--- config.mk ---
export PLATFORM = sky130hd
export DESIGN_NAME = shouse_cen_gen
export DESIGN_NICKNAME = d
export VERILOG_FILES = /design/src/rtl/shouse_pkg.sv /design/src/rtl/shouse_cen_gen.sv
export SDC_FILE = /design/constraint.sdc
export NUM_CORES = 1
export LEC_CHECK = 0
export BUFFER_PORTS_ARGS = -buffer_cell sky130_fd_sc_hd__buf_2
export CAP_MARGIN = 20
export CELL_PAD_IN_SITES_DETAIL_PLACEMENT = 0
export CELL_PAD_IN_SITES_GLOBAL_PLACEMENT = 2
export CORE_AREA = 2 2 39 41
export DETAILED_ROUTE_END_ITERATION = 7
export DIE_AREA = 0 0 41 43
export PLACE_DENSITY_LB_ADDON = 0.1
export SYNTH_ARGS = -nofsm -noshare
export SYNTH_HDL_FRONTEND = slang
export SYNTH_SLANG_ARGS = --single-unit
--- constraint.sdc ---
create_clock -name clk -period 1.3 [get_ports clk]
set_clock_uncertainty 0.1 [all_clocks]
set_input_delay 0.065 -clock clk [delete_from_list [all_inputs] [get_ports clk]]
set_output_delay 0.065 -clock clk [all_outputs]
set_load 0.02 [all_outputs]
--- src/rtl/shouse_pkg.sv ---
// Sizes, requester bus and strobe timing shared by the tri-port RAM blocks
// RAM geometry is fixed by the board at 2K x 8
// CEN_PERIOD must be even so the MCU strobe lands at half period
`default_nettype none

package shouse_pkg;

    // Memory geometry
    localparam int ADDR_W = 11;            // 2048 words
    localparam int DATA_W = 8;
    localparam int DEPTH  = 1 << ADDR_W;

    // Clock-enable timing
    localparam int CEN_PERIOD = 4;         // Cycles between sound strobes
    localparam int CEN_W      = $clog2(CEN_PERIOD);

    // Phase values that fire each strobe
    localparam logic [CEN_W-1:0] PH_SND  = '0;
    localparam logic [CEN_W-1:0] PH_MCU  = CEN_W'(CEN_PERIOD / 2);
    localparam logic [CEN_W-1:0] PH_LAST = CEN_W'(CEN_PERIOD - 1);

    // One requester access, 21 bits
    typedef struct packed {
        logic              cs;             // Chip select
        logic              rnw;            // 1 = read
        logic [ADDR_W-1:0] addr;
        logic [DATA_W-1:0] wdata;
    } cpu_bus_t;

    // Current owner of RAM port 1
    typedef enum logic {
        SEL_MCU = 1'b0,
        SEL_SND = 1'b1
    } port_sel_t;

endpackage

`default_nettype wire

--- src/rtl/shouse_cen_gen.sv ---
// Interleaved clock enables for the sound CPU and the MCU
// One-cycle strobes, sound at phase 0 and MCU half a period later
// First sound strobe in the first cycle after rst_n is released
// Both strobes forced low whenever rst_n is low
`timescale 1ns/10ps
`default_nettype none

module shouse_cen_gen (
    input  wire  clk,
    input  wire  rst_n,
    output logic snd_cen,   // Sound CPU enable
    output logic mcu_cen    // MCU enable
);

    logic [shouse_pkg::CEN_W-1:0] phase;   // Position inside one strobe period
    logic                         run;     // Set once reset is gone

    // Phase only advances while running
    // so phase 0 lines up with the first cycle out of reset
    always_ff @(posedge clk) begin
        if (!rst_n) begin
            phase <= '0;
            run   <= 1'b0;
        end else begin
            run <= 1'b1;
            if (run) begin
                if (phase == shouse_pkg::PH_LAST) begin
                    phase <= '0;   // Wrap at end of period
                end else begin
                    phase <= phase + shouse_pkg::CEN_W'(1);
                end
            end
        end
    end

    // Decodes are mutually exclusive by construction
    assign snd_cen = rst_n && run && (phase == shouse_pkg::PH_SND);
    assign mcu_cen = rst_n && run && (phase == shouse_pkg::PH_MCU);  // Half period later

endmodule

`default_nettype wire

; ---- Yosys cells after proc, flatten, opt, wreduce, memory -nomap -nowiden
; Index checks and enable logic that the tools add are counted.
[word_totals]
reg_bits = 3
input_bits = 2
output_inout_bits = 2
word_cells = 11
[classes]
add_sub_neg = 1
eq_ne = 2
n_mux = 2
n_reduce_logical = 4
[ops]
columns = cell, n
row1 = 2-bit == test (second input constant), 2
row2 = 1-bit logical AND, 3
row3 = 2-bit by 1-bit adder with 2-bit output (second input constant), 1
row4 = 2-bit logical NOT, 1
row5 = 2-bit 2-to-1 mux, 1
row6 = 1-bit 2-to-1 mux, 1

; ---- Longest topological paths before layout
; Gate-level depths: netlist (run 1).
[logic_depth]
depth_word = 2
depth_mapped = 4
depth_no_buf = 4

; ---- Worst setup path before layout (run 1)
; Ideal clock, no wire load.
[synth_path]
path_type = register -> register
start = reg phase[0] (netlist bit)
end = reg phase[1] (netlist bit)
arrival_time_ns = 0.861
setup_slack_ns = 0.223
stages_incl_launch_ff = 5
path_buffers = 0
synth_period_minus_slack_ns = 1.077
cell_sequence = dfxtp_1 inv_1 ha_1 mux2i_1 nor2b_1
[synth_via]
elab_chain_cells = 2
word_cells_on_any_way = 3
classes_between = add/sub: 1 / eq/ne: 1 / mux: 1
[synth_rtl]
columns = element, line
row1 = start: declaration, shouse_cen_gen.sv:15  ; logic [shouse_pkg::CEN_W-1:0] phase;
row2 = start signal: assignment, shouse_cen_gen.sv:30  ; phase <= phase + shouse_pkg::CEN_W'(1);
row3 = 2-bit by 1-bit adder with 2-bit output / 2-bit == test (equally long branches), "shouse_cen_gen.sv:30, shouse_cen_gen.sv:27"
row4 = 2-bit 2-to-1 mux *, shouse_cen_gen.sv:27  ; if (phase == shouse_pkg::PH_LAST) begin
; Mark *: on every way between the ends. The rest lies on a longest branch, timed or not.
; A chain may end at the register's enable or synchronous reset.

; ---- Worst setup path after layout (run 1)
[layout_path]
start = reg phase[0] (netlist bit)
end = out mcu_cen
[layout_via]
elab_chain_cells = 2
[layout_rtl]
columns = element, line
row1 = 2-bit == test, shouse_cen_gen.sv:38  ; assign mcu_cen = rst_n && run && (phase == shouse_pkg::PH_MCU);
row2 = 1-bit logical AND, shouse_cen_gen.sv:38
row3 = end: declaration, shouse_cen_gen.sv:12  ; output logic mcu_cen
; Every way passes these cells.

==> out/qor.csv, run 1 <==
stage;metric;value;unit
status;status;complete, no violations;
global_route;antenna_found_initial;0;
die;row_count;14;
sta;tightestPinTransition;0.1697;ns
power;power_leakage;0.0001310;µW
synth;syn_nets;20;
hold_path;hold_class;in -> reg;
route;via_per_inst;3.310;
synth;synth_top_cell_by_area;dfxtp_1;
route;drtIter0Drc;1;
setup_path;worst-endpoint-arrival;1.09;ns
die;initial_core_util;11.75;%
cts;tritoncts;yes;
synth;seq_area_frac_synth;36.92;%
sta;hold_violations;0;
setup_path;crit_path_end_kind;output pin;
global_route;track_usage;4.910;%
final_layout;syn_to_final_growth;69.23;%
setup_path;cp-start-kind;flip-flop;
cts;clkLatencyLatePin;0.23;ns
cts;clkSinkCount;3;
route;wl_per_cell;6.786;µm
setup_path;cp.required;1.13;ns
synth;syn-cell-area;162.7;µm²
placement;numPortBuffers;3;
synth;synth_warnings;0;
sta;slew_headroom;88.67;%
die;ios;4;
power;ir_worst_vdd;0.4059;mV
sta;fin_crit_sh;96.30;%
setup_path;worstPathMaxFanout;2;
synth;syn_avg_cell_area;10.84;µm²
sta;worst_slack;0.04809;ns
route;ant_nets;0;
job;drv_cap;0;
final_layout;antennaDiodeCount;0;
synth;synth_cell_types;8;
placement;placed_area;197.7;µm²
sta;setup_viol_count_final;0;
synth;postSynthCellCount;15;
final_layout;fin_nets;32;
cts;path_clk_slew;0.04;ns
final_layout;postLayoutCellArea;275.3;µm²
sta;finalMaxSlewViolations;0;
route;vias;139;
final_layout;drive_gt1_share;57.69;%
sta;tns;0;ns
sta;rsz0062_at_grt;false;
final_layout;fillers;153;
route;wl;285;µm
die;die_y;43;µm
synth;synth-seq-cells;3;
route;drcViolationCount;0;
placement;place_congestion;0.5518;
cts;clock-root-buffer;clkbuf_4;
synth;synth.area.top_cells;dfxtp_1 37%, ha_1 23%, and3_2 9.2%;
sta;fmax;798.8;MHz
synth;synth_top_cell_area_share;36.92;%
route;drt-pass1-iter-count;2;
cts;cts_htree_levels;1;
power;power_density;1142;nW/µm²
cts;tritoncts.num_buffers;3;
die;core_area;1384;µm²
setup_path;criticalPathCategory;reg -> out;
die;die-area;1763;µm²
global_route;grt_pass1_wl;517;µm
die;die_w;41;µm
placement;hpwl;229.3;µm
global_route;grt_max_degree;6;
placement;pre_cts_slack;0.1550;ns
global_route;gr-total-overflow;0;
global_route;first_global_vias;134;
cts;clk_path_buf_depth;2;
sta;post-route-min-period;1.252;ns
-- timing repair --
item	in CTS	in global routing
hold endpoints to repair	1	0
endpoints found under the setup margin	2	2
resized for setup	4	4
hold buffers	1	0
setup buffers	2	1
pin swaps	0	0
-- kinds of logic (layout without fill, tap and decap cells) --
group / Yosys count / after routing / share of synthesized area [%]
multiplexers: 1 / 1 / 6.154
buffers and inverters: 2 / 13 / 4.617
AND/OR/NAND/NOR: 5 / 5 / 24.61
AO/OA/AOI/OAI: 1 / 1 / 4.617
adder cells (fa/ha/maj): 3 / 3 / 23.08
flip-flops: 3 / 3 / 36.92
-- cell type report --
type                    count  area, µm²  share of cell area (%)
multi-input cells          10      98.84                   35.91
flip-flops and latches      3      62.56                   22.73
repair buffers              7      60.06                   21.82
clock buffers               4      26.28                   9.545
inverters                   2      7.507                   2.727
well taps                  16      20.02                   7.273
-- critical path: stages (launching register included) --
cell and delay [ns]:
dfxtp_2 0.32, inv_2 0.04, ha_1 0.17, and3_2 0.19, buf_6 0.13
-- routing by layer --
metal	track usage, %	wire [µm]
met1	5.431	122
met2	5.313	137
met3	4.712	25
met4	4.000	0
met5	0	0
-- sequential cells by signal (all words and copies together), names as in the netlist --
signal	flops
phase	2
run	1
-- metrics by stage --
| step | hold slack [ns] | utilization (%) | power, µW | cells |
|---|---|---|---|---|
| global placement | 0.1395 | 14.29 | 139.3 | 34 |
| finish | 0.4330 | 19.89 | 314.4 | 42 |
| detailed placement | 0.1364 | 14.29 | 139.2 | 34 |
| floorplan | -0.007283 | - | 128.3 | 15 |
| CTS | 0.4257 | 18.63 | 315.4 | 41 |
| global route | 0.4381 | 19.89 | 339.4 | 42 |
-- cell usage in the layout, fill, tap and decap left out --
cell,instances
buf_2,1
nor2b_1,2
buf_6,2
nor3b_2,1
dfxtp_2,2
dlygate4sd3_1,1
and3_4,1
inv_2,1
clkbuf_1,1
o21a_1,1
clkbuf_4,3
mux2i_1,1
dfxtp_1,1
inv_1,1
ha_1,3
and3_2,1
buf_4,3
-- report_power, final --
group	leakage (µW)	switching, µW	total, µW	internal [µW]
clock network	0.0000150	43.3	158	115
logic	0.0000904	19.2	49.9	30.8
registers	0.0000256	6.16	106	100
-- final timing paths --
kind	from	end	slack, ns	depth (start not counted)
worst max-delay path	phase[0]	mcu_cen	0.05	4
worst min-delay path	rst_n	run	0.43	2
worst max register to register	phase[1]	phase[0]	0.14	5
worst min register to register	phase[1]	phase[1]	0.44	2
-- cells in the mapped netlist --
master   number
dfxtp_1       3
nor3b_2       1
mux2i_1       1
o21a_1        1
inv_1         2
nor2b_1       2
ha_1          3
and3_2        2
Note: power is estimated with default switching activity, not from simulation.
==> run 2, diff against run 1 <==
--- a/config.mk
+++ b/config.mk
@@ -12,7 +12,7 @@
 export CORE_AREA = 2 2 39 41
 export DETAILED_ROUTE_END_ITERATION = 7
 export DIE_AREA = 0 0 41 43
-export PLACE_DENSITY_LB_ADDON = 0.1
+export PLACE_DENSITY_LB_ADDON = 0.08
 export SYNTH_ARGS = -nofsm -noshare
 export SYNTH_HDL_FRONTEND = slang
 export SYNTH_SLANG_ARGS = --single-unit
==> out/qor.csv, run 2 (synthesis gave the netlist of run 1 again) <==
stage;metric;value;unit;change
die;row_count;14;;unchanged
die;die_y;43;µm;unchanged
power;clockPowerShare;51.0;%;+0.7 points
final_layout;antennaDiodeCount;0;;unchanged
route;via_per_inst;3.244;;-2.0%
sta;slew_headroom;88.52;%;-0.15 points
final_layout;largest_register;phase;;
job;drv_cap;0;;unchanged
setup_path;crit_path_start;rst_n;;
setup_path;path_delay_family;buffers and inverters;;
setup_path;cp-start-kind;input pin;;
die;ios;4;;unchanged
power;p_switching;69.81;µW;+1.7%
hold_path;hold_class;reg -> reg;;
power;ir_worst_vdd;0.3147;mV;-22%
sta;post-route-min-period;1.249;ns;-0.002417 ns
setup_path;r2r-end;phase[0];;
placement;numPortBuffers;3;;unchanged
setup_path;crit_cells;4;;unchanged
cts;tritoncts;yes;;
global_route;grt_pass1_wl;510;µm;-1.4%
cts;cts_htree_levels;1;;unchanged
global_route;grt_max_degree;6;;unchanged
route;drt-pass1-iter-count;2;;unchanged
die;die-area;1763;µm²;unchanged
route;wl;302;µm;+6.0%
setup_path;ff2ff_path_depth;4;;-1
power;p_comb_share;15.1;%;-0.8 points
global_route;first_global_vias;134;;unchanged
final_layout;fin_util;19.53;%;-0.36 points
final_layout;largest_reg_flops;2;;unchanged
route;ant_nets;0;;unchanged
status;status;complete, no violations;;
final_layout;fillers;169;;+10%
global_route;gr-total-overflow;0;;unchanged
cts;clkSinkCount;3;;unchanged
power;intPower;243.7;µW;-0.83%
power;power_frac_seq;33.9;%;about the same
sta;tightestPinTransition;0.1719;ns;+0.002265 ns
setup_path;endpoint;mcu_cen;;
setup_path;r2r-start;phase[0];;
route;drcViolationCount;0;;unchanged
die;core_area;1384;µm²;unchanged
setup_path;crit_path_end_kind;output pin;;
placement;place_congestion;0.5369;;-2.7%
hold_path;min_from;phase[1];;
setup_path;worstPathMaxFanout;5;;+3
setup_path;path_cells;dlygate4sd3_1, buf_2, and3_2, buf_6;;
final_layout;final_common_cell;clkbuf_4;;
cts;tritoncts.num_buffers;3;;unchanged
power;power_density;1160;nW/µm²;+1.6%
sta;hold_violations;0;;unchanged
setup_path;reg2reg_slack;0.23;ns;+0.09 ns
power;power.share.switching;22.27;%;+0.43 points
sta;tns;0;ns;unchanged
route;vias;133;;-4.3%
global_route;antenna_found_initial;0;;unchanged
global_route;grt-busiest-layer;met3;;
setup_path;path_buf_inv;3;;+1
sta;fin_crit_sh;96.11;%;-0.19 points
global_route;grtUsageMet1;4.808;%;-0.62 points
power;power_leakage;0.0001246;µW;-4.9%
final_layout;fin_nets;31;;-3.1%
global_route;track_usage;5.216;%;+0.31 points
sta;finalMaxSlewViolations;0;;unchanged
die;die_w;41;µm;unchanged
cts;clkLatencyLatePin;0.23;ns;about the same
die;initial_core_util;11.75;%;unchanged
setup_path;cp.required;1.13;ns;about the same
sta;fmax;800.3;MHz;+0.19%
final_layout;top_regs;phase x2, run x1;;
setup_path;slowest_stage;dlygate4sd3_1;;
setup_path;worst-endpoint-arrival;1.08;ns;about the same
route;drtIter0Drc;2;;+1
final_layout;syn_to_final_growth;66.15;%;
cts;clk_path_buf_depth;2;;unchanged
final_layout;drive_gt1_share;60.00;%;+2.3 points
setup_path;criticalPathCategory;in -> out;;
global_route;met2_usage;5.938;%;+0.62 points
setup_path;worst_path_largest_cell_delay;0.53;ns;+0.21 ns
cts;path_clk_slew;0.04;ns;about the same
cts;clock-root-buffer;clkbuf_4;;
route;wl_per_cell;7.366;µm;+8.5%
global_route;use_met3;6.283;%;+1.6 points
sta;rsz0062_at_grt;false;;
sta;setup_viol_count_final;0;;unchanged
-- run 2: metrics by stage --
step	worst slack (ns)	total power, µW	std cells	hold WS, ns	instance area [µm²]
after floorplan	0.2233	128.3	15	-0.007283	162.7
after global placement	0.1571	140.7	34	0.1473	197.7
after detailed placement	0.1512	139.2	34	0.1342	197.7
after CTS	0.001830	321.1	41	0.4330	257.7
after global routing	0.003537	342.9	41	0.4446	270.3
final	0.05051	313.5	41	0.4388	270.3
-- run 2: final cells by class --
type | count | area [µm²] | area share, %
clock buffer | 4 | 26.28 | 9.722
sequential | 3 | 62.56 | 23.15
timing repair buffer | 6 | 52.55 | 19.44
inverter | 2 | 7.507 | 2.778
multi-input combinational | 10 | 101.3 | 37.50
tap | 16 | 20.02 | 7.407
-- run 2: routing by layer --
| metal | part of all wire, % | wire (µm) |
|---|---|---|
| met3 | 11 | 34 |
| met5 | 0 | 0 |
| met2 | 46 | 139 |
| met1 | 42 | 127 |
| met4 | 0 | 0 |
-- run 2: how the worst min path moves through the flow --
stage	slack [ns]	cells after the start	endpoint
floorplan	-0.007	0	run
global placement	0.15	1	run
detailed placement	0.13	1	run
CTS	0.43	2	run
global route	0.44	2	run
finish	0.44	2	phase[1]
-- run 2: worst min-delay path, delay by kind of cell, from the launching register on --
kind	cells	cell delay, ns
muxes	1	0.12
and+or+nand+nor	1	0.05
DFF	1	0.32
-- run 2: repair_timing --
item                       CTS  global route
buffers inserted             2             0
hold buffers                 1             0
setup endpoints to repair    2             2
gates resized for setup      4             5
hold endpoints to repair     2             0
-- run 2: power by group through the flow --
stage               clock network [µW]  registers (µW)  logic, µW
finish                             160             106       47.4
global route                       181             108       54.6
CTS                                170             106       44.9
detailed placement                   0             108       31.0
global placement                     0             108       32.2
floorplan                            0             106       22.2
